[config.mk]
export PLATFORM = sky130hd
export DESIGN_NAME = cache_way
export DESIGN_NICKNAME = d
export VERILOG_FILES = /design/src/cache_geom_pkg.sv /design/src/cache_bus_pkg.sv /design/src/cache_way.sv
export SDC_FILE = /design/constraint.sdc
export NUM_CORES = 2
export LEC_CHECK = 0
export BUFFER_PORTS_ARGS = -buffer_cell sky130_fd_sc_hd__buf_2
export CORE_MARGIN = 2
export CORE_UTILIZATION = 49
export CTS_CLUSTER_SIZE = 20
export DETAILED_ROUTE_END_ITERATION = 10
export GPL_TIMING_DRIVEN = 1
export HOLD_SLACK_MARGIN = 0.02
export PLACE_DENSITY_LB_ADDON = 0.08
export SKIP_LAST_GASP = 1
export SYNTH_ARGS = -nofsm -noshare
export SYNTH_HDL_FRONTEND = slang
export SYNTH_SLANG_ARGS = --single-unit
[constraint.sdc]
create_clock -name clk -period 4.6 [get_ports clk]
set_clock_uncertainty 0.2 [all_clocks]
set_input_delay 0.92 -clock clk [delete_from_list [all_inputs] [get_ports clk]]
set_output_delay 0.92 -clock clk [all_outputs]
set_load 0.05 [all_outputs]
[src/cache_geom_pkg.sv]
package cache_geom_pkg;

	// ------------------------------------------------------------------------
	// Address layout
	// ------------------------------------------------------------------------
	// Word address, bit 27 selects the uncached I/O window
	//   [27]    I/O window
	//   [26:2]  line address, stored whole as the tag
	//   [1:0]   word in line
	localparam int ADDR_W      = 28;
	localparam int WORD_W      = 32;
	localparam int LINE_WORDS  = 4;
	localparam int OFFSET_W    = 2;
	localparam int IO_BIT      = 27;
	localparam int LINE_ADDR_W = IO_BIT - OFFSET_W; // 25 bits

	// ------------------------------------------------------------------------
	// Data types
	// ------------------------------------------------------------------------
	typedef logic [WORD_W-1:0] word_t;

	// Word 0 sits in the low 32 bits
	typedef word_t [LINE_WORDS-1:0] line_t;

	// Full line address, independent of the set count
	typedef logic [LINE_ADDR_W-1:0] line_addr_t;

endpackage

[src/cache_bus_pkg.sv]
package cache_bus_pkg;

	import cache_geom_pkg::*;

	// CPU side request, flush ignores addr and wdata
	typedef struct packed {
		logic              write;
		logic              flush;
		logic [ADDR_W-1:0] addr;
		word_t             wdata;
	} cpu_req_t;

	typedef struct packed {
		word_t rdata;
	} cpu_resp_t;

	// Line-wide memory port
	typedef struct packed {
		logic       write;
		line_addr_t line_addr;
		line_t      wdata;    // Only meaningful on a write-back
	} mem_req_t;

	typedef struct packed {
		line_t rdata;
	} mem_resp_t;

	// Uncached I/O window
	typedef struct packed {
		logic              write;
		logic [ADDR_W-1:0] addr;
		word_t             wdata;
	} io_req_t;

	// Lookup result of one way for the indexed set
	typedef struct packed {
		logic       hit;
		logic       valid;
		logic       dirty;
		line_addr_t line_addr;
		line_t      line;
	} way_view_t;

endpackage

[src/cache_way.sv]
module cache_way
	import cache_geom_pkg::*, cache_bus_pkg::*;
#(
	parameter  int NUM_SETS = 16,
	localparam int SET_W    = $clog2(NUM_SETS)
) (
	input  logic             clk,
	input  logic             rst_n,
	input  logic [SET_W-1:0] set_idx,
	input  line_addr_t       lookup_addr,
	input  logic             wr_en,
	input  line_t            wr_line,
	input  logic             wr_dirty,
	input  line_addr_t       wr_line_addr,
	input  logic             clr_valid_dirty_only,
	output way_view_t        view
);

	line_t      data_mem [NUM_SETS];
	line_addr_t tag_mem  [NUM_SETS];

	logic [NUM_SETS-1:0] valid_q;
	logic [NUM_SETS-1:0] dirty_q;

	// ------------------------------------------------------------------------
	// State bits
	// ------------------------------------------------------------------------
	always_ff @(posedge clk or negedge rst_n) begin
		if (!rst_n) begin
			valid_q <= '0;
			dirty_q <= '0;
		end else if (wr_en) begin
			if (clr_valid_dirty_only) begin
				dirty_q[set_idx] <= 1'b0; // Flush keeps the line valid
			end else begin
				valid_q[set_idx] <= 1'b1;
				dirty_q[set_idx] <= wr_dirty;
			end
		end
	end

	// Line data and tag, untouched by a dirty clear
	always_ff @(posedge clk) begin
		if (wr_en && !clr_valid_dirty_only) begin
			data_mem[set_idx] <= wr_line;
			tag_mem[set_idx]  <= wr_line_addr;
		end
	end

	// ------------------------------------------------------------------------
	// Combinational read of the indexed set
	// ------------------------------------------------------------------------
	always_comb begin
		view.valid     = valid_q[set_idx];
		view.dirty     = dirty_q[set_idx];
		view.line_addr = tag_mem[set_idx];
		view.line      = data_mem[set_idx];
		view.hit       = valid_q[set_idx] && (tag_mem[set_idx] == lookup_addr);
	end

endmodule

Yosys cells after proc, flatten, opt, wreduce, memory -nomap -nowiden
Memories as Yosys holds them, arrays and structs flattened.
Index checks and enable logic that the tools add are counted.

word-level totals
  bits in registers = 32
  latch bits = 0
  memory bits (writable) = 2448
  ROM bits = 0
  output and inout bits = 156
  word-level logic and storage cells = 26
  memories kept = 2

cells by class
  add/sub/neg operators = 0
  multiply operators = 0
  div/mod/pow operators = 0
  $lt $le $gt $ge = 2
  equal/unequal tests = 1
  shift-type cells = 0
  mux-type cells = 10
  bitwise logic cells = 4
  reductions and logical operators = 5

memories
  name      words  width  read ports  clocked after Yosys merged registers in  write ports  RTL line         source
  data_mem  16     128    1           0                                        1            cache_way.sv:19  line_t data_mem [NUM_SETS];
  tag_mem   16     25     1           0                                        1            cache_way.sv:20  line_addr_t tag_mem [NUM_SETS];

operator list
  kind                                                                                 count
  25-bit == test                                                                       1
  16-bit AND                                                                           1
  16-bit bitwise mux                                                                   1
  16-bit 2-to-1 mux                                                                    1
  16-bit NOT                                                                           1
  16-bit bitwise OR                                                                    1
  1-bit binary-select mux with 4-bit select                                            2
  4-bit by 5-bit less-than comparator with 1-bit output, second input constant         1
  1-bit 2-to-1 mux                                                                     5
  1-bit demux with 4-bit select                                                        1
  4-bit by 1-bit greater-or-equal comparator with 1-bit output, second input constant  1
  1-bit logical AND                                                                    3
  2-bit AND reduction                                                                  1
  1-bit logical NOT                                                                    1
  1-bit NOT                                                                            1

Longest topological paths before layout
  word-level depth = 7
  depth in mapped cells = 13

Worst setup path before layout
No wires, ideal clock.

  path kind = input to register
  start point = input port set_idx[0]
  end point = register valid_q[11]
  library setup time = 0.132 ns
  data arrival time = 13.931 ns
  required time = 4.268 ns
  slack = -9.663 ns
  stages = 11
  path buffers = 8
  cells stage by stage = buf_6 > buf_6 > buf_4 > buf_4 > buf_2 > buf_2 > buf_2 > nand2_1 > buf_2 > nor3_1 > or2_2

between the ends
  cells in the longest elaborated chain, start to end = 5
  elaborated cells on any way between the ends = 6
  those cells by class = order compare (2); mux (2); bitwise (1); reduce/logical (1)

ends and longest elaborated chain
  what                                                                                                                                                                RTL line         source
  start, declared                                                                                                                                                     cache_way.sv:9   input logic [SET_W-1:0] set_idx,
  4-bit by 5-bit less-than comparator with 1-bit output (implied by the code) / 4-bit by 1-bit greater-or-equal comparator with 1-bit output (equally long branches)  cache_way.sv:36  valid_q[set_idx] <= 1'b1;
  1-bit logical AND (implied by the code)                                                                                                                             cache_way.sv:36
  1-bit 2-to-1 mux (implied by the code)                                                                                                                              cache_way.sv:36
  1-bit demux with 4-bit select *                                                                                                                                     cache_way.sv:36
  16-bit bitwise OR (no line) *                                                                                                                                       n/a
  end signal, assigned                                                                                                                                                cache_way.sv:30  valid_q <= '0;
  end signal, assigned by index                                                                                                                                       cache_way.sv:36
  end, declared                                                                                                                                                       cache_way.sv:22  logic [NUM_SETS-1:0] valid_q;

Every way passes the cells marked *; elsewhere a longest branch is shown, timed or not.
A chain may end at the register's enable or synchronous reset.

==> flow_metrics.py <==
metrics = {
    "logic_synthesis": {
        "synthTopCellsByArea": "edfxtp_1 (78%), mux4_2 (17%), dfrtp_1 (0.85%)",
        "postSynthAreaPerCell_um2": 25.3,
        "syn_area_um2": 94000,
        "synth_top_flop_cell": "edfxtp_1",
        "synth_edf_count": 2448,
        "synthCells": 3716,
        "synth_cell_types": 47,
        "ys_seq_area_frac": 0.791,
        "yosysWarnings": 0,
        "ys_ff_latch": 2480,
        "synth_fp_nets": 3903,
        "yosys.area.top_type": "edfxtp_1",
        "async_reset_ff_frac": 0.0129,
        "synth_top_cell_area_share": 0.782,
    },
    "floorplan": {
        "die_h_um": 442,
        "start_util": 0.493,
        "io_pins": 343,
        "die-area_um2": 195000,
        "core_um2": 190000,
        "rows": 160,
        "die_w_um": 442,
    },
    "route": {
        "drt_wl_total_um": 229000,
        "via_per_inst": 6.01,
        "vias": 43200,
        "drc_errors": 0,
        "wl_per_cell_um": 31.8,
        "ant_nets": 0,
        "drt_first_pass_iters": 5,
        "dr.first_iter.drc_count": 4102,
    },
    "clock_tree": {
        "htree_levels": 5,
        "path_clk_slew_ns": 0.06,
        "clock_sinks": 2480,
        "clock-root-buffer": "clkbuf_16",
        "clock_path_buffers": 4,
        "insertion_delay_ns": 0.89,
        "cts_made_buffers": 279,
        "cts_tree": "done",
    },
    "sta": {
        "finalWorstSetupSlack_ns": -0.168,
        "slew-limit-headroom": 0.336,
        "worst_pin_slew_ns": 0.997,
        "fin_crit_ns": 4.77,
        "slew_violations": 0,
        "hold_viol": 0,
        "setup_viol": 1,
        "holdWs_ns": 0.185,
        "rsz0062_at_grt": "true",
        "min_period_over_period": 1.04,
        "max_freq_ghz": 0.210,
    },
    "final_layout": {
        "drive_above_1_share": 0.389,
        "n_fill_cell": 13600,
        "final_common_cell": "edfxtp_1",
        "final_cell_mix": "edfxtp_1 (2448), mux4_2 (729), buf_2 (331), clkbuf_16 (291), buf_4 (185)",
        "fin_nets": 4670,
        "postLayoutCoreUtil": 0.583,
        "syn_to_final_growth_pct": 18.0,
    },
    "global_route": {
        "grt_use_met3": 0.0419,
        "grt_usage": 0.236,
        "grt_pass1_vias": 45100,
        "grt_pass1_wl_um": 330000,
        "grt.busiest_layer": "met2",
        "gr-total-overflow": 0,
        "grt_max_degree": 91,
        "grt_util_met1": 0.328,
        "grt_use_met2": 0.392,
        "antenna_found_initial": 49,
    },
    "worst_setup_path": {
        "crit_required_ns": 3.48,
        "path_class": "in2out",
        "reg2reg_to": "valid_q[1]",
        "r2r_cells": 1,
        "rr_startpoint": "valid_q[1]",
        "cp-end-kind": "primary output",
        "worst_ep_arrival_time_ns": 3.65,
        "cp-start-kind": "primary input",
        "reg2reg_slack_ns": 3.61,
        "cp_max_fo": 14,
    },
    "min_path": {
        "hp-start": "wr_line_addr[15]",
        "min_to": "tag_mem[13][15]",
        "hold_depth": 1,
        "hold_class": "in2reg",
    },
    "placed_design": {
        "port_buffers": 342,
        "place_hpwl_um": 128000,
        "gp_congestion": 0.814,
    },
    "flow_run": {
        "cap_violations": 0,
    },
    "power_and_ir_drop": {
        "p_seq_frac": 0.519,
        "combPwrFrac": 0.065,
        "peakVddDrop_mv": 0.321,
        "power_mw": 48.6,
        "power.leakage_nw": 35.7,
        "internal_power_mw": 38.2,
        "p_clk_frac": 0.416,
        "switching_power_mw": 10.4,
        "power.density_nw_per_um2": 438,
        "power.share.switching": 0.214,
    },
    "status": {
        "outcome": "complete, but fails checks",
        "violations": "negative setup slack",
    },
}
[cell usage after synthesis (2+ instances only)]
master / count
nand3_1: 6
dfrtp_1: 32
a22oi_1: 29
o31ai_1: 16
clkbuf_1: 93
buf_6: 4
mux4_1: 13
buf_2: 67
buf_1: 14
o211ai_1: 5
buf_12: 3
o21ai_0: 33
inv_1: 5
mux2_2: 7
nand2b_1: 9
o41ai_1: 4
nor3_1: 7
nor2_1: 22
xor2_1: 14
buf_4: 12
xnor2_1: 11
o22ai_1: 4
or3_1: 2
a211oi_1: 5
or2_2: 19
mux4_2: 724
nand4_1: 2
a21oi_1: 7
nor2b_1: 3
and3_1: 4
a211o_1: 2
edfxtp_1: 2448
nand2_1: 36
mux2i_1: 41
[final cells by class]
type	count	area [um^2]	area share
Inverter	6	30.0	0.000271
Timing Repair Buffer	679	6310	0.0569
Clock buffer	345	7450	0.0672
Multi-Input combinational cell	1037	18900	0.170
Tap cell	2511	3140	0.0283
Sequential cell	2480	74300	0.670
Clock inverter	123	739	0.00667
Antenna cell	13	32.5	0.000293
[worst max-delay path by stage]
stage	depth (start not counted)	end	start	slack (ns)
detailed placement	13	view[155]	set_idx[0]	-0.61
CTS	10	view[155]	tag_mem[11][13]	-0.29
floorplan	10	data_mem[11][0]	set_idx[0]	-1.77
global route	9	view[155]	tag_mem[7][0]	-0.22
global placement	13	view[155]	set_idx[0]	-0.64
finish	10	view[155]	set_idx[0]	-0.17
[per-stage QoR]
| step | setup WS (ns) | cell area [um^2] | cells | TNS (ns) |
|---|---|---|---|---|
| after detailed placement | -0.608 | 102000 | 6697 | -18.13 |
| after global routing | -0.219 | 111000 | 7186 | -0.219 |
| after CTS | -0.285 | 111000 | 7172 | -0.285 |
| final | -0.168 | 111000 | 7194 | -0.168 |
| after global placement | -0.635 | 102000 | 6697 | -17.21 |
| after floorplan | -1.77 | 94200 | 3716 | -1956.06 |
[per-layer routing]
layer | up-vias | part of all wire
met2 | 1267 | 0.51
li1 | 17800 | -
met5 | - | 0.00079
met3 | 368 | 0.054
met1 | 23700 | 0.41
met4 | 26 | 0.023
[state kept, by name, summed over array words and instances, names as in the netlist]
register  flops
dirty_q      16
tag_mem     400
data_mem   2048
valid_q      16
[cell families (layout without fill, tap and decap cells)]
| kind of cell | count (synthesis) | in the layout | share of synthesized area |
|---|---|---|---|
| buf+inv | 199 | 1153 | 0.0102 |
| mux | 785 | 785 | 0.182 |
| flops | 2480 | 2480 | 0.791 |
| xor+xnor | 25 | 25 | 0.00233 |
| other cells | 0 | 13 | 0 |
| simple gates | 115 | 115 | 0.00611 |
| compound gates | 112 | 112 | 0.00803 |
[worst max-delay path: stages]
cell,delay [ns]
bufbuf_16,0.29
mux4_1,0.56
o22ai_1,0.17
a211oi_1,0.09
xnor2_1,0.24
o2111ai_2,0.15
or4_4,0.55
nor4b_4,0.36
buf_4,0.17
buf_8,0.14
[power by group through the flow]
stage | clock network (mW) | registers, mW | logic, mW
floorplan | 0 | 25.7 | 1.96
global placement | 0 | 25.7 | 3.14
detailed placement | 0 | 25.7 | 3.17
CTS | 20.7 | 25.2 | 3.20
global route | 21.6 | 25.2 | 3.35
finish | 20.2 | 25.2 | 3.17
[timing repair]
item	4_1_cts	5_1_grt
hold buffers	1	0
hold endpoints to repair	32	0
endpoints found under the setup margin	108	34
setup buffers	2	7
pin swaps	5	10
gates resized for setup	21	25
gates cloned	4	2
No activity file was read; power rests on OpenSTA's default activity.
