[src/cache_geom_pkg.sv]
package cache_geom_pkg;

	// ------------------------------------------------------------------------
	// Address layout
	// ------------------------------------------------------------------------
	// Word address, bit 27 selects the uncached I/O window
	//   [27]    I/O window
	//   [26:2]  line address, stored whole as the tag
	//   [1:0]   word in line
	localparam int ADDR_W      = 28;
	localparam int WORD_W      = 32;
	localparam int LINE_WORDS  = 4;
	localparam int OFFSET_W    = 2;
	localparam int IO_BIT      = 27;
	localparam int LINE_ADDR_W = IO_BIT - OFFSET_W; // 25 bits

	// ------------------------------------------------------------------------
	// Data types
	// ------------------------------------------------------------------------
	typedef logic [WORD_W-1:0] word_t;

	// Word 0 sits in the low 32 bits
	typedef word_t [LINE_WORDS-1:0] line_t;

	// Full line address, independent of the set count
	typedef logic [LINE_ADDR_W-1:0] line_addr_t;

endpackage

[src/cache_bus_pkg.sv]
package cache_bus_pkg;

	import cache_geom_pkg::*;

	// CPU side request, flush ignores addr and wdata
	typedef struct packed {
		logic              write;
		logic              flush;
		logic [ADDR_W-1:0] addr;
		word_t             wdata;
	} cpu_req_t;

	typedef struct packed {
		word_t rdata;
	} cpu_resp_t;

	// Line-wide memory port
	typedef struct packed {
		logic       write;
		line_addr_t line_addr;
		line_t      wdata;    // Only meaningful on a write-back
	} mem_req_t;

	typedef struct packed {
		line_t rdata;
	} mem_resp_t;

	// Uncached I/O window
	typedef struct packed {
		logic              write;
		logic [ADDR_W-1:0] addr;
		word_t             wdata;
	} io_req_t;

	// Lookup result of one way for the indexed set
	typedef struct packed {
		logic       hit;
		logic       valid;
		logic       dirty;
		line_addr_t line_addr;
		line_t      line;
	} way_view_t;

endpackage

[src/cache_req_router.sv]
module cache_req_router
	import cache_geom_pkg::*, cache_bus_pkg::*;
(
	input  logic      clk,
	input  logic      rst_n,
	input  logic      cpu_req_valid,
	input  cpu_req_t  cpu_req,
	output logic      ctrl_req_valid,
	output cpu_req_t  ctrl_req,
	output logic      io_req_valid,
	output io_req_t   io_req,
	input  logic      io_resp_valid,
	input  word_t     io_rdata,
	output logic      io_resp_valid_out,
	output cpu_resp_t io_resp
);

	cpu_req_t req_q;
	logic     is_io;

	// The one place the window is decided; flush always goes to the cache
	assign is_io = cpu_req.addr[IO_BIT] && !cpu_req.flush;

	always_ff @(posedge clk or negedge rst_n) begin
		if (!rst_n) begin
			ctrl_req_valid    <= 1'b0;
			io_req_valid      <= 1'b0;
			io_resp_valid_out <= 1'b0;
		end else begin
			ctrl_req_valid    <= cpu_req_valid && !is_io;
			io_req_valid      <= cpu_req_valid && is_io;
			io_resp_valid_out <= io_resp_valid; // I/O answer one cycle later
		end
	end

	always_ff @(posedge clk) begin
		if (cpu_req_valid)
			req_q <= cpu_req;
		if (io_resp_valid)
			io_resp.rdata <= io_rdata;
	end

	assign ctrl_req = req_q;

	always_comb begin
		io_req.write = req_q.write;
		io_req.addr  = req_q.addr;
		io_req.wdata = req_q.wdata;
	end

endmodule

[config.mk]
export PLATFORM = sky130hd
export DESIGN_NAME = cache_req_router
export DESIGN_NICKNAME = d
export VERILOG_FILES = /design/src/cache_geom_pkg.sv /design/src/cache_bus_pkg.sv /design/src/cache_req_router.sv
export SDC_FILE = /design/constraint.sdc
export NUM_CORES = 1
export LEC_CHECK = 0
export BUFFER_PORTS_ARGS = -buffer_cell sky130_fd_sc_hd__buf_2
export CORE_AREA = 2 2 110 112
export CTS_CLUSTER_DIAMETER = 60
export DETAILED_ROUTE_END_ITERATION = 12
export DIE_AREA = 0 0 112 114
export HOLD_SLACK_MARGIN = 0.06
export PLACE_DENSITY = 0.73
export SKIP_LAST_GASP = 1
export SLEW_MARGIN = 0
export SYNTH_ARGS = -nofsm -noshare
export SYNTH_HDL_FRONTEND = slang
export SYNTH_SLANG_ARGS = --single-unit
[constraint.sdc]
create_clock -name clk -period 0.8 [get_ports clk]
set_clock_uncertainty 0.05 [all_clocks]
set_input_delay 0 -clock clk [delete_from_list [all_inputs] [get_ports clk]]
set_output_delay 0 -clock clk [all_outputs]
set_load 0.02 [all_outputs]
== Yosys cells after proc, flatten, opt, wreduce, memory -nomap -nowiden ==
Index checks and enable logic that the tools add are counted.

* Add/subtract/negate cells: 0
* Multipliers: 0
* Muxes and demuxes: 0
* Order comparisons: 0
* Bitwise logic cells: 0
* Div/mod/pow operators: 0
* Reductions and logical operators: 5
* Shifts and indexed selects: 0
* Eq/ne operators: 0

{| class="wikitable"
|+ Operator list
! kind !! count
|-
| 1-bit logical AND || 3
|-
| 1-bit zero test || 2
|}

* Bits in read-only memories: 0
* Memories: 0
* Logic and storage cells: 13
* RAM bits: 0
* Latch bits: 0
* Output and inout bits: 158
* Register bits: 97

== Longest topological paths before layout ==
Gate-level depths: netlist of the first run.

* Depth after elaboration: 4
* Mapped depth: 2
* Mapped depth without buffers: 2

== Worst setup path before layout of the first run ==
No wires, ideal clock.

* Kind: register -> output
* From: register req_q (netlist bit ctrl_req[0])
* To: output port io_req[0] (netlist bit)
* Buffers on the path: 1
* Cell stages (with the launch flop): 2
* Data required time: 0.750 ns
* Slack: 0.083 ns
* Arrival time: 0.667 ns
* Cell sequence: edfxtp_1 > buf_4

{| class="wikitable"
|+ RTL lines
! what !! line !! RTL
|-
| start: declaration || cache_req_router.sv:18 || <nowiki>cpu_req_t req_q;</nowiki>
|-
| start signal: assignment || cache_req_router.sv:38 || <nowiki>req_q <= cpu_req;</nowiki>
|-
| end: declaration || cache_req_router.sv:11 || <nowiki>output io_req_t io_req,</nowiki>
|}

No word-level cell between the ends.

== Worst setup path in the final report of the first run ==
* From: register req_q (netlist bit ctrl_req[38])
* To: output port io_req[38] (netlist bit)

No word-level cell between the ends.

==> impl_metrics.csv, run 1 <==
group,metric,value,unit
run_status,status,"complete, but fails checks",
run_status,violations,"setup timing",
placed_design,placed_area,0.00444,mm²
critical_path,crit_required,750,ps
critical_path,path_class,"reg2out",
critical_path,cp-end-kind,"output pin",
sta,finalSetupViolations,158,
placed_design,place_ws,57.4,ps
detailed_routing,drtAntennaViolNets,0,
detailed_routing,drc,0,
global_route,antenna_found_initial,0,
die,start_util,0.288,
sta,hold_violations,0,
pwr,seqPwrFrac,0.460,
die,io_pins,256,
logic_synthesis,syn-mean-instance-area,21.0,µm²
pwr,p_sw_frac,0.244,
logic_synthesis,synth_cell_types,6,
cells_and_area,final_nets,564,
critical_path,slowest_delay,450,ps
logic_synthesis,ys_ff_latch,97,
cells_and_area,fill_cells,857,
global_route,grt_pass1_wl,14200,µm
critical_path,crit_arrival,960,ps
placed_design,hpwl,6340,µm
sta,max_freq,990,MHz
logic_synthesis,synth_top_family_by_area,"buffers and inverters",
logic_synthesis,yosys.area_share.simple,0.00185,
critical_path,critPathLaunchType,"flop",
cells_and_area,layout_commonest_cell,"buf_6",
placed_design,routabilityCongestion,0.734,
detailed_routing,drt_iter0_drc,174,
logic_synthesis,synthAdderAreaFrac,0,
logic_synthesis,synth-compound-area-share,0.00223,
cells_and_area,design_area,0.00664,mm²
min_path,hold_start,"io_resp_valid",
sta,drv_slew,0,
die,dieArea,0.0128,mm²
cells_and_area,antennaDiodeCount,0,
sta,rsz0062_at_grt,"true",
cells_and_area,syn2layout_area_growth,96.7,%
sta,period_minus_slack,1010,ps
logic_synthesis,syn_area,0.00337,mm²
min_path,whs_path_depth,2,
pwr,vdd_drop_max,1.48,mV
die,design.core.area,0.0117,mm²
logic_synthesis,syn-num-nets,259,
pwr,p_switching,3360,µW
logic_synthesis,yosysWarningCount,0,
die,rows,40,
pwr,power,13800,µW
detailed_routing,vias_per_cell,4.02,
cells_and_area,final_util,0.567,
logic_synthesis,ys_seq_area_frac,0.859,
cts,h-tree-depth,3,
min_path,whs_endpoint,"io_resp[1]",
critical_path,worstPathCellList,"buf_6",
pwr,leakage,0.00287,µW
critical_path,critPathTopFamily,"flip-flops",
cells_and_area,drive_above_1_share,0.575,
global_route,first_global_vias,2649,
min_path,hp-class,"in2reg",
critical_path,crit_slowest_cell,"edfxtp_1",
global_route,grt_max_degree,36,
sta,holdWs,65.3,ps
cts,cts_setup_buffers,0,
sta,maxSlewHeadroom,0.873,
logic_synthesis,synth-xor-area-share,0,
cells_and_area,final_cell_mix,"buf_6 (146), buf_2 (109), dlygate4sd3_1 (97), edfxtp_1 (94), clkbuf_16 (9)",
sta,fin_crit_sh,1.26,
placed_design,io_buffers,255,
detailed_routing,wl_per_cell,16.7,µm
cts,cts_tree,"built",
critical_path,crit_fanout,2,
die,dieHeight,114,µm
detailed_routing,num_vias,2484,
detailed_routing,wl,10300,µm
global_route,overflow,0,
logic_synthesis,synth_cells,161,
pwr,share_comb_of_total_power,0.210,
critical_path,critical_path_buf_inv_count,1,
cts,cts_buffers,9,
global_route,grtUsageTotal,0.149,
cts,clock-sinks,97,
pwr,p_per_area,2080,mW/mm²
detailed_routing,first_pass_iters,4,
cts,cts_buffer_depth,2,
sta,timing.final.ws_setup,-210,ps
logic_synthesis,synth_mux_area_frac,0,
pwr,clkPwrFrac,0.330,
run,maxCapViolCount,0,
die,chipWidth,112,µm
pwr,intPower,10400,µW
cts,clk_pin_slew,60,ps
cts,cts-root-buf,"clkbuf_16",
sta,max_slew.worst_pin.slew,190,ps
[sequential cells by signal, summed over array words and instances (netlist names)]
register and count:
ctrl_req_valid 1, io_req_valid 1, io_resp_valid_out 1, io_resp 32, ctrl_req 62
[synth_stat cells]
library cell / count / area (µm²)
edfxtp_1: 94 / 2820
and3_1: 1 / 6.26
buf_4: 61 / 458
a21boi_1: 1 / 7.51
dfrtp_1: 3 / 75.1
inv_1: 1 / 3.75
[power by group through the flow]
| stage | sequential (µW) | combinational [µW] | clock, µW |
|---|---|---|---|
| global route | 6380 | 3010 | 4880 |
| floorplan | 6800 | 659 | 0 |
| finish | 6340 | 2890 | 4550 |
| global placement | 6270 | 1830 | 0 |
| detailed placement | 6290 | 1850 | 0 |
| CTS | 6270 | 2590 | 4640 |
[routing by layer]
layer / vias up / wire length, µm / share of wire / global-route usage
met1: 1183 / 3590 / 0.35 / 0.155
met5: - / 0 / 0 / 0
met4: 0 / 141 / 0.014 / 0.0537
met2: 160 / 5550 / 0.54 / 0.267
li1: 1133 / - / - / -
met3: 8 / 1050 / 0.10 / 0.0680
[through the flow]
stage | cells | setup TNS (ps)
floorplan | 161 | 0
global placement | 505 | 0
detailed placement | 505 | 0
CTS | 617 | -27130
global route | 618 | -31630
finish | 618 | -25690
[cell families (layout without fill, tap and decap cells)]
family                 after synthesis  count (layout)
AND/OR/NAND/NOR                      1               1
buffers and inverters               62             372
AO/OA/AOI/OAI                        1               1
flip-flops                          97              97
[how the worst max path moves through the flow]
stage | from | to | slack, ps | cells past startpoint
floorplan | ctrl_req[0] | io_req[0] | 80 | 1
global placement | cpu_req_valid | ctrl_req[51] | 70 | 2
detailed placement | cpu_req_valid | ctrl_req[51] | 60 | 2
CTS | ctrl_req[38] | io_req[38] | -220 | 1
global route | ctrl_req[41] | ctrl_req[41] | -250 | 1
finish | ctrl_req[38] | io_req[38] | -210 | 1
[what timing repair did]
| action | 4_1_cts | 5_1_grt |
|---|---|---|
| resized for setup | 170 | 122 |
| endpoints found under the hold margin | 132 | 4 |
| gates cloned | 0 | 0 |
| hold buffers | 96 | 2 |
| endpoints found under the setup margin | 158 | 161 |
[final cells by class]
cell class              instances  area, µm²  share of cell area
inverters                       1       3.75            0.000566
flip-flops and latches         97       2900               0.437
repair buffers                355       3220               0.485
multi-input cells               2       13.8             0.00207
clock buffers                  13        250              0.0377
clock inverters                 3       65.1             0.00981
well taps                     147        184              0.0277
Power figures use the tool's default switching activity.
==> run 2, diff against run 1 <==
- TNS_END_PERCENT: default -> 50
- clock period: 0.8 -> 1.1 ns (I/O delays scaled with it)
==> impl_metrics.csv, run 2 (synthesized netlist as in run 1, its figures left out) <==
group,metric,value,unit
pwr,p_per_area,1630,mW/mm²
sta,period_minus_slack,987,ps
sta,fin_crit_sh,0.898,
global_route,grt_pass1_wl,13000,µm
critical_path,critPathLaunch,"ctrl_req[55]",
detailed_routing,num_vias,2452,
detailed_routing,drc,0,
cells_and_area,largest_reg_flops,62,
sta,hold_violations,0,
placed_design,routabilityCongestion,0.736,
global_route,antenna_found_initial,0,
critical_path,crit_fanout,2,
critical_path,slowest_delay,400,ps
die,io_pins,256,
placed_design,dp_cells,504,
sta,timing.final.ws_setup,113,ps
critical_path,critPathLaunchType,"flop",
cts,cts-root-buf,"clkbuf_16",
detailed_routing,wl,9340,µm
sta,finalSetupViolations,0,
min_path,hold_start,"cpu_req_valid",
run_status,status,"completed",
cells_and_area,final_cell_mix,"buf_2 (255), dlygate4sd3_1 (97), edfxtp_1 (94), clkbuf_16 (9), dfrtp_1 (3)",
die,dieArea,0.0128,mm²
placed_design,io_buffers,255,
cts,h-tree-depth,3,
cts,clock-sinks,97,
pwr,intPower,7000,µW
cts,clk_pin_slew,60,ps
pwr,p_switching,2300,µW
cells_and_area,fill_cells,995,
pwr,seqPwrFrac,0.483,
critical_path,critPathTopFamily,"flip-flops",
detailed_routing,vias_per_cell,3.97,
sta,rsz0062_at_grt,"false",
critical_path,critical_path_buf_inv_count,1,
detailed_routing,drtAntennaViolNets,0,
die,design.core.area,0.0117,mm²
cells_and_area,stdcell_count,617,
detailed_routing,drt_iter0_drc,91,
critical_path,crit_slowest_cell,"edfxtp_1",
critical_path,cp-end-kind,"output pin",
detailed_routing,wl_per_cell,15.1,µm
pwr,vdd_drop_max,1.32,mV
die,chipWidth,112,µm
global_route,grtUsageTotal,0.139,
critical_path,crit_required,1050,ps
sta,maxSlewHeadroom,0.783,
pwr,clkPwrFrac,0.345,
cells_and_area,syn2layout_area_growth,68.9,%
cells_and_area,drive_above_1_share,0.577,
die,dieHeight,114,µm
cts,cts_buffers,9,
detailed_routing,first_pass_iters,5,
die,rows,40,
min_path,hp-class,"in2reg",
cts,cts_tree,"built",
sta,max_freq,1010,MHz
cells_and_area,final_nets,563,
critical_path,path_class,"reg2out",
critical_path,worstPathCellList,"buf_2",
die,start_util,0.288,
pwr,share_comb_of_total_power,0.172,
global_route,overflow,0,
global_route,first_global_vias,2511,
cts,cts_buffer_depth,2,
pwr,leakage,0.00255,µW
run,maxCapViolCount,0,
sta,setup-tns-final,0,ps
pwr,p_sw_frac,0.248,
critical_path,crit_arrival,940,ps
cells_and_area,antennaDiodeCount,0,
sta,drv_slew,0,
global_route,grt_max_degree,65,
sta,max_slew.worst_pin.slew,325,ps
placed_design,hpwl,6170,µm
cts,cts_setup_buffers,0,
cells_and_area,layout_commonest_cell,"buf_2",
placed_design,place_ws,276,ps
## run 2: worst paths after layout
| check | end | slack [ps] | cells past startpoint |
|---|---|---|---|
| min in group asynchronous | io_resp_valid_out | 500 | 3 |
| hold / removal | ctrl_req[19] | 150 | 2 |
| setup / recovery | ctrl_req[55] | 110 | 1 |
| max in group asynchronous | ctrl_req_valid | 340 | 3 |
## run 2: per-stage QoR
step / hold slack, ps / cell area, µm² / power, µW / utilization
floorplan: -346 / 3370 / 5420 / -
global placement: -246 / 4420 / 5890 / 0.377
detailed placement: -245 / 4420 / 5910 / 0.377
CTS: 134 / 5700 / 9400 / 0.486
global route: 139 / 5700 / 9660 / 0.486
finish: 146 / 5700 / 9310 / 0.486
## run 2: cell type report
| class | instances | area, µm² | share of cell area |
|---|---|---|---|
| flip-flops and latches | 97 | 2900 | 0.509 |
| repair buffers | 354 | 2290 | 0.401 |
| clock buffers | 9 | 225 | 0.0395 |
| well taps | 147 | 184 | 0.0323 |
| clock inverters | 7 | 85.1 | 0.0149 |
| multi-input cells | 2 | 13.8 | 0.00242 |
| inverters | 1 | 3.75 | 0.000659 |
## run 2: layer usage
layer,part of all wire,vias to the layer above,global-route usage
li1,-,1130,-
met3,0.12,12,0.0770
met1,0.35,1141,0.134
met2,0.51,169,0.245
met5,0,-,0
met4,0.021,0,0.0610
## run 2: power groups by stage
stage	sequential [µW]	clock (µW)	combinational, µW
2_1_floorplan	4940	0	479
3_3_place_gp	4560	0	1330
4_1_cts	4500	3300	1600
6_report	4500	3210	1600
3_5_place_dp	4570	0	1330
5_1_grt	4530	3450	1680
## run 2: repair_timing
action                                 4_1_cts  5_1_grt
hold buffers                                97        0
gates resized for setup                      0        0
endpoints found under the hold margin      132        0
