[src/cache_geom_pkg.sv]
package cache_geom_pkg;

	// ------------------------------------------------------------------------
	// Address layout
	// ------------------------------------------------------------------------
	// Word address, bit 27 selects the uncached I/O window
	//   [27]    I/O window
	//   [26:2]  line address, stored whole as the tag
	//   [1:0]   word in line
	localparam int ADDR_W      = 28;
	localparam int WORD_W      = 32;
	localparam int LINE_WORDS  = 4;
	localparam int OFFSET_W    = 2;
	localparam int IO_BIT      = 27;
	localparam int LINE_ADDR_W = IO_BIT - OFFSET_W; // 25 bits

	// ------------------------------------------------------------------------
	// Data types
	// ------------------------------------------------------------------------
	typedef logic [WORD_W-1:0] word_t;

	// Word 0 sits in the low 32 bits
	typedef word_t [LINE_WORDS-1:0] line_t;

	// Full line address, independent of the set count
	typedef logic [LINE_ADDR_W-1:0] line_addr_t;

endpackage

[src/cache_bus_pkg.sv]
package cache_bus_pkg;

	import cache_geom_pkg::*;

	// CPU side request, flush ignores addr and wdata
	typedef struct packed {
		logic              write;
		logic              flush;
		logic [ADDR_W-1:0] addr;
		word_t             wdata;
	} cpu_req_t;

	typedef struct packed {
		word_t rdata;
	} cpu_resp_t;

	// Line-wide memory port
	typedef struct packed {
		logic       write;
		line_addr_t line_addr;
		line_t      wdata;    // Only meaningful on a write-back
	} mem_req_t;

	typedef struct packed {
		line_t rdata;
	} mem_resp_t;

	// Uncached I/O window
	typedef struct packed {
		logic              write;
		logic [ADDR_W-1:0] addr;
		word_t             wdata;
	} io_req_t;

	// Lookup result of one way for the indexed set
	typedef struct packed {
		logic       hit;
		logic       valid;
		logic       dirty;
		line_addr_t line_addr;
		line_t      line;
	} way_view_t;

endpackage

[src/cache_ctrl.sv]
module cache_ctrl
	import cache_geom_pkg::*, cache_bus_pkg::*;
#(
	parameter  int NUM_WAYS = 2,
	parameter  int NUM_SETS = 16,
	localparam int WAY_W    = (NUM_WAYS > 1) ? $clog2(NUM_WAYS) : 1,
	localparam int SET_W    = $clog2(NUM_SETS)
) (
	input  logic                clk,
	input  logic                rst_n,
	input  logic                req_valid,
	input  cpu_req_t            req,
	output logic                resp_valid,
	output cpu_resp_t           resp,
	output logic [SET_W-1:0]    set_idx,
	output line_addr_t          lookup_addr,
	output logic [NUM_WAYS-1:0] way_wr_en,
	output line_t               wr_line,
	output logic                wr_dirty,
	output line_addr_t          wr_line_addr,
	output logic                clr_dirty,
	output logic [OFFSET_W-1:0] word_off,
	output logic [WAY_W-1:0]    pick_way,
	input  logic                any_hit,
	input  logic [WAY_W-1:0]    hit_way,
	input  word_t               hit_word,
	input  line_t               hit_line,
	input  way_view_t           pick_view,
	output logic                mem_req_valid,
	output mem_req_t            mem_req,
	input  logic                mem_resp_valid,
	input  mem_resp_t           mem_resp
);

	typedef enum logic [2:0] {IDLE, LOOKUP, WRITE_BACK, ALLOCATE, FLUSH_WALK} state_t;
	typedef logic [NUM_WAYS-1:0][WAY_W-1:0] order_t; // Entry 0 is the LRU way

	state_t            state_q;
	cpu_req_t          req_q;
	order_t            lru_q [NUM_SETS];
	line_addr_t        req_line;
	logic [SET_W-1:0]  req_set;
	logic [WAY_W-1:0]  lru_way, victim_q, walk_way_q;
	logic [SET_W-1:0]  walk_set_q;
	logic              walk_done_q, flush_mode_q;
	logic              wb_needed, issue_wb, issue_fill, resp_fire;
	line_t             merged_line;

	// Move the touched way to the MRU end, the rest keep their order
	function automatic order_t touch(input order_t ord, input logic [WAY_W-1:0] way);
		order_t res;
		logic   seen;
		seen = 1'b0;
		for (int k = 0; k < NUM_WAYS - 1; k++) begin
			seen   = seen || (ord[k] == way);
			res[k] = seen ? ord[k+1] : ord[k];
		end
		res[NUM_WAYS-1] = way;
		return res;
	endfunction

	assign req_line  = req_q.addr[IO_BIT-1:OFFSET_W];
	assign req_set   = req_line[SET_W-1:0];
	assign lru_way   = lru_q[req_set][0];
	assign wb_needed = pick_view.valid && pick_view.dirty;

	assign issue_wb   = wb_needed && ((state_q == LOOKUP && !any_hit) ||
		(state_q == FLUSH_WALK && !walk_done_q));
	assign issue_fill = (state_q == LOOKUP && !any_hit && !wb_needed) ||
		(state_q == WRITE_BACK && mem_resp_valid && !flush_mode_q);
	assign resp_fire  = (state_q == LOOKUP && any_hit) ||
		(state_q == FLUSH_WALK && walk_done_q);

	// ------------------------------------------------------------------------
	// Way array control
	// ------------------------------------------------------------------------
	always_comb begin
		set_idx     = (state_q == FLUSH_WALK) ? walk_set_q : req_set;
		lookup_addr = req_line;
		word_off    = req_q.addr[OFFSET_W-1:0];
		pick_way    = victim_q;
		if (state_q == LOOKUP)
			pick_way = lru_way;
		else if (state_q == FLUSH_WALK)
			pick_way = walk_way_q;
		merged_line           = hit_line;
		merged_line[word_off] = req_q.wdata;
		way_wr_en    = '0;
		wr_line      = merged_line; // Write hit by default
		wr_dirty     = 1'b1;
		wr_line_addr = req_line;
		clr_dirty    = 1'b0;
		case (state_q)
			LOOKUP: if (any_hit && req_q.write) way_wr_en[hit_way] = 1'b1;
			ALLOCATE: if (mem_resp_valid) begin
				way_wr_en[victim_q] = 1'b1;
				wr_line             = mem_resp.rdata; // Installed clean
				wr_dirty            = 1'b0;
			end
			FLUSH_WALK: if (issue_wb) begin
				way_wr_en[walk_way_q] = 1'b1;
				clr_dirty             = 1'b1;
			end
			default: ;
		endcase
	end

	// ------------------------------------------------------------------------
	// FSM and LRU
	// ------------------------------------------------------------------------
	always_ff @(posedge clk or negedge rst_n) begin
		if (!rst_n) begin
			state_q       <= IDLE;
			resp_valid    <= 1'b0;
			mem_req_valid <= 1'b0;
			victim_q      <= '0;
			walk_set_q    <= '0;
			walk_way_q    <= '0;
			walk_done_q   <= 1'b0;
			flush_mode_q  <= 1'b0;
			for (int s = 0; s < NUM_SETS; s++)
				for (int w = 0; w < NUM_WAYS; w++)
					lru_q[s][w] <= WAY_W'(w);
		end else begin
			resp_valid    <= resp_fire;
			mem_req_valid <= issue_wb || issue_fill;
			case (state_q)
				IDLE: if (req_valid) begin
					flush_mode_q <= req.flush;
					walk_set_q   <= '0;
					walk_way_q   <= '0;
					walk_done_q  <= 1'b0;
					state_q      <= req.flush ? FLUSH_WALK : LOOKUP;
				end
				LOOKUP: if (any_hit) begin
					lru_q[req_set] <= touch(lru_q[req_set], hit_way);
					state_q        <= IDLE;
				end else begin
					victim_q <= lru_way;
					state_q  <= wb_needed ? WRITE_BACK : ALLOCATE;
				end
				WRITE_BACK: if (mem_resp_valid) state_q <= flush_mode_q ? FLUSH_WALK : ALLOCATE;
				ALLOCATE: if (mem_resp_valid) state_q <= LOOKUP; // Retry now hits
				FLUSH_WALK: if (walk_done_q) begin
					state_q <= IDLE;
				end else begin
					if (issue_wb)
						state_q <= WRITE_BACK;
					if (walk_way_q == WAY_W'(NUM_WAYS - 1)) begin
						walk_way_q <= '0;
						if (walk_set_q == SET_W'(NUM_SETS - 1))
							walk_done_q <= 1'b1;
						else
							walk_set_q <= walk_set_q + 1'b1;
					end else begin
						walk_way_q <= walk_way_q + 1'b1;
					end
				end
				default: state_q <= IDLE;
			endcase
		end
	end

	// Payload registers
	always_ff @(posedge clk) begin
		if (state_q == IDLE && req_valid)
			req_q <= req;
		if (issue_wb) begin
			mem_req.write     <= 1'b1;
			mem_req.line_addr <= pick_view.line_addr;
			mem_req.wdata     <= pick_view.line;
		end else if (issue_fill) begin
			mem_req.write     <= 1'b0;
			mem_req.line_addr <= req_line;
			mem_req.wdata     <= '0;
		end
		if (resp_fire)
			resp.rdata <= (state_q == LOOKUP && !req_q.write) ? hit_word : '0;
	end

endmodule

[config.mk]
export PLATFORM = sky130hd
export DESIGN_NAME = cache_ctrl
export DESIGN_NICKNAME = d
export VERILOG_FILES = /design/src/cache_geom_pkg.sv /design/src/cache_bus_pkg.sv /design/src/cache_ctrl.sv
export SDC_FILE = /design/constraint.sdc
export NUM_CORES = 1
export LEC_CHECK = 0
export BUFFER_PORTS_ARGS = -buffer_cell sky130_fd_sc_hd__buf_4
export CAP_MARGIN = 20
export CORE_AREA = 2 2 347 349
export DETAILED_ROUTE_END_ITERATION = 8
export DIE_AREA = 0 0 349 351
export PLACE_DENSITY = 0.41
export REMOVE_ABC_BUFFERS = 1
export SYNTH_ARGS = -nofsm -noshare
export SYNTH_HDL_FRONTEND = slang
export SYNTH_SLANG_ARGS = --single-unit
export TNS_END_PERCENT = 100
[constraint.sdc]
create_clock -name clk -period 15 [get_ports clk]
set_input_delay 3 -clock clk [delete_from_list [all_inputs] [get_ports clk]]
set_output_delay 3 -clock clk [all_outputs]
set_load 0.03 [all_outputs]
Yosys cells after proc, flatten, opt, wreduce, memory -nomap -nowiden --
Cells that the tools add are included.
Cells by class: order comparisons 10, $add $sub $neg 2, reduce and logical (&&, ||, !) cells 36, eq/ne operators 13, multiplexer cells 54, bitwise gates (word level) 2
Operators with widths (count):
- $mux W153 | 2
- $mux W128 | 2
- $bwmux W128 | 1
- $demux W32 S2 | 1
- $bwmux W32 | 1
- $mux W32 | 1
- $mux W3 | 7
- $mux W4 | 5
- $logic_and A1 B1 Y1 | 17
- $mux W1 | 17
- $pmux W3 S5 | 1
- $mux W2 | 7
- $ne A2 B2 Y1 const B | 6
- $bmux W2 S4 | 1
- $demux W2 S4 | 1
- $pmux W4 S2 | 1
- $reduce_and A2 Y1 | 4
- $eq A3 B2 Y1 const B | 2
- $lt A1 B2 Y1 const B | 3
- $pmux W2 S3 | 1
- $ge A5 B5 Y1 const B | 1
- $logic_not A1 Y1 | 5
- $lt A5 B1 Y1 const B | 1
- $not A4 Y5 | 1
- 19 further kinds | 28
Storage, ports and cells: logic and storage cells 167, register bits after elaboration 291, input port bits 512

Depth between registers and ports, before layout --
depth after elaboration 7, mapped depth 8

Least setup slack after synthesis --
No wires, ideal clock.
path type input to register, start input any_hit, end register mem_req[0] (netlist name), enable pin, library setup time 540 ps, data required time 14460 ps, cell stages on the path 5, arrival 7374 ps, slack 7085 ps, cell sequence o22a_1 -> or3_1 -> clkbuf_1 -> buf_2 -> nand2b_1
On the way: word-level cells in the longest chain between the ends 5
RTL lines:
- from (decl) | RTL line cache_ctrl.sv:24 | input logic any_hit,
- $logic_not A1 Y1 * | RTL line cache_ctrl.sv:67, cache_ctrl.sv:69
- $logic_and A1 B1 Y1 * | RTL line cache_ctrl.sv:67, cache_ctrl.sv:69
- $logic_or A1 B1 Y1 / $logic_and A1 B1 Y1 (equally long branches) | RTL line cache_ctrl.sv:67, cache_ctrl.sv:69
- $logic_and A1 B1 Y1 / $logic_or A1 B1 Y1 (equally long branches) | RTL line cache_ctrl.sv:67, cache_ctrl.sv:69
- $reduce_bool A2 Y1 (no source line) *
- to (decl) | RTL line cache_ctrl.sv:30 | output mem_req_t mem_req,
Mark *: on every way between the ends. The rest lies on a longest branch, timed or not. A chain may end at the register's enable or synchronous reset.

==> results by group <==
Run status
  • Result of the run: completed

Synth
  • Number of distinct library cells after synthesis: 49
  • Post-synth top area share: 51.7%
  • Sequential-to-total area share from yosys stat: 59.9%
  • Number of synthesis warnings: 0
  • Most area-consuming cells after synthesis: edfxtp_1 (52%), mux2i_1 (9.5%), and2_1 (7.0%), dfrtp_1 (5.1%), o21ai_0 (4.9%)
  • Average cell area after synthesis: 12.3 sq um
  • Cells after Synth: 1158
  • Post-Synthesis Cell Area: 0.0142 sq mm
  • Number of storage elements in the synthesis netlist: 291
  • Top flip-flop cell by instance count after synthesis: edfxtp_1
  • Cell accounting for the most synthesized area: edfxtp_1
  • Number of enable flip-flop cells after synthesis: 245
  • Async SR Flop Fraction: 15.5%

Cells and area
  • Layout cells sized above 1: 51.3%
  • Summed area of non-filler cells in the final layout: 0.0236 sq mm
  • Number of fill cells in the layout: 13206
  • Area used by sequential logic in the layout: 0.00852 sq mm
  • Area growth syn-to-layout: 65.9%
  • Finished Core Util: 19.9%
  • Area used by multi-input combinational logic: 0.00502 sq mm
  • Nets@finish: 2487

Worst setup path
  • Critical Path Fanout Max: 163
  • Endpoint kind of the worst setup timing path: output port
  • Most common cell type on the critical path: buf_4
  • Largest stage delay on the critical path: 730 ps
  • Crit Path Class: primary input to output port
  • Worst Setup Start Kind: primary input
  • Cell chain of the critical path: buf_4 > nand2_1 > nor2_4 > buf_4 > buf_12 > nand2_1 > o21ai_0 > buf_4
  • Data arrival time at the worst-slack endpoint: 5890 ps
  • Slowest library cell on the worst path: buf_4
  • Data required time of the critical path: 12000 ps

Global routing
  • First-pass GRT wire length: 112 mm
  • Initial antenna violation count: 20
  • Total gr overflow: 0
  • Maximum number of pins on one net before global-route repair: 164
  • Aggregate global-route resource usage: 13.5%
  • Via count of the first global-routing pass: 12644

Power
  • Static power due to leakage: 0.0101 uW
  • Worst vdd ir: 0.0864 mV
  • Post-layout total power: 3690 uW
  • Power per cell area: 156 mW/mm^2

Timing
  • Setup TNS: 0 ps
  • Count of endpoints failing setup in the final report: 0
  • Worst hold margin: 497 ps
  • Max transition margin: 30.7%
  • Period minus WS final: 8890 ps
  • Number of hold violations in the final report: 0
  • Period utilization: 59.3%
  • Maximum clock rate: 112 MHz
  • Max Clock Skew: 28.6 ps
  • Number of pins exceeding their max-slew limit in the final report: 0
  • Unrepaired setup endpoints after global routing: no
  • Least-Margin Pin Slew: 1040 ps

Clock network
  • Root cell of the clock tree: clkbuf_16
  • Clock transition at the register clock pins on the worst setup and hold paths after CTS: 60 ps
  • Post-CTS sizing: 0
  • Post-cts hold buffer count: 0
  • Setup Buffers After CTS: 0
  • Skew-Pair Late Insertion Delay: 600 ps
  • Inserted Clock Buffers: 39
  • CTS HTree Levels: 2
  • Max clock buf depth: 3
  • Clk sinks: 291
  • CTS tree: done

Die
  • Starting density of the core: 12.0%
  • Floorplan Core Area: 0.119 sq mm
  • Number of ports placed on the die boundary: 889
  • Area of the die: 0.122 sq mm
  • DIE HEIGHT: 351 microns
  • Num rows: 127
  • Horiz. Die Dim: 349 microns

Min path
  • Worst hold path class: flip-flop to flip-flop

Placed design
  • Count of port buffers added during placement: 886
  • Detail Placement HPWL: 71.7 mm
  • Final Wtd Congestion: 0.859
  • Post-Place Cell Area: 0.0223 sq mm

Routing
  • Number of detailed-routing iterations run before antenna repair: 4
  • Routed Antenna Nets: 0
  • Vias per inst: 3.45
  • Detailed Route WL: 87.0 mm
  • Post-DR wirelength/cell: 24.4 microns
  • DRC violations left: 0
  • First DRT Iteration DRCs: 663
  • Routed via count: 12295

Job
  • Max Cap Violations: 0
cell families after synthesis:
kind of cell | synth area share, %
AO/OA/AOI/OAI | 6.13
XOR/XNOR | 0.0615
buffers and inverters | 5.15
AND/OR/NAND/NOR | 13.1
adder cells (fa/ha/maj) | 0.0879
multiplexers | 15.6
flip-flops | 59.9
cell usage in the layout (no fill, tap or decap), types with 3 or more instances in the layout:
cell and n:
nand2b_1 4, inv_1 8, mux2i_1 135, mux4_2 5, and2_1 160, clkbuf_8 3
dfstp_2 16, clkinv_1 3, nor2b_1 5, o21ai_0 138, edfxtp_1 245, clkbuf_16 40
dfrtp_1 29, mux2_1 30, mux2_2 35, clkbuf_1 11, nor2_1 13, nor3_1 7
diode_2 10, nand3_1 7, buf_4 900, bufinv_16 4, clkinv_2 5, nand2_1 149
a21oi_1 3
synth_stat cells (2+ instances only):
library cell,count
a21oi_1,3
a221o_1,2
a22o_1,2
and2_1,160
and3_1,2
buf_1,7
buf_2,10
buf_4,53
buf_6,2
clkbuf_1,54
dfrtp_1,29
dfstp_2,16
edfxtp_1,245
inv_1,9
mux2_1,30
mux2_2,35
mux2i_1,135
mux4_2,5
nand2_1,150
nand2b_1,7
nand3_1,7
nand3b_1,2
nor2_1,15
nor2b_1,5
nor3_1,9
nor4_1,2
o21ai_0,138
o31ai_1,2
or3_1,2
final cells by class:
class                      count  area share [%]
clock inverter                17           0.937
antenna                       10           0.106
tap                         1548            8.20
multi-input combinational    732            21.3
clock buffer                  54            4.59
sequential                   291            36.1
inverter                       9           0.154
timing repair buffer         901            28.7
metal layers:
metal / part of all wire, % / global-route usage (%) / routed length, microns / vias up
li1: - / - / - / 5733
met1: 41 / 16.4 / 35500 / 5876
met2: 47 / 21.8 / 41000 / 568
met3: 8.8 / 4.63 / 7680 / 102
met4: 3.2 / 4.93 / 2800 / 16
met5: 0.12 / 0 / 102 / -
flip-flops by register name, indices dropped and copies added, names as in the netlist:
signal / cells
resp_valid: 1
walk_way_q: 1
word_off: 2
lookup_addr: 25
mem_req_valid: 1
mem_req: 154
victim_q: 1
walk_set_q: 4
req_q: 33
flush_mode_q: 1
state_q: 3
lru_q: 32
walk_done_q: 1
resp: 32
where the power goes:
| group | switching, uW | total [uW] | internal, uW |
|---|---|---|---|
| Sequential | 116 | 1230 | 1120 |
| Combinational | 980 | 1480 | 496 |
| Clock | 404 | 984 | 580 |
| Total | 1500 | 3690 | 2190 |
worst max-delay path, delay by kind of cell:
kind | cells | cell delay, ps
buf+inv | 4 | 1610
compound gates | 1 | 300
simple gates | 3 | 840
final timing paths:
check / depth (start not counted) / slack, ps / to / start
setup reg to reg: 6 / 10730 / mem_req[115] / state_q[2]
min in group asynchronous: 1 / 2430 / lru_q[28] / rst_n
hold reg to reg: 2 / 500 / mem_req[153] / mem_req[153]
setup / recovery: 8 / 6110 / wr_line[125] / mem_resp_valid
hold / removal: 2 / 500 / mem_req[153] / mem_req[153]
max in group asynchronous: 1 / 12140 / lru_q[26] / rst_n
per-stage QoR:
stage                     instances  setup WS [ps]
after floorplan                1032           -684
after global placement         3481           6040
after detailed placement       3481           6020
after CTS                      3552           6030
after global routing           3556           5890
final                          3562           6110
(Power assumes the default switching activity.)
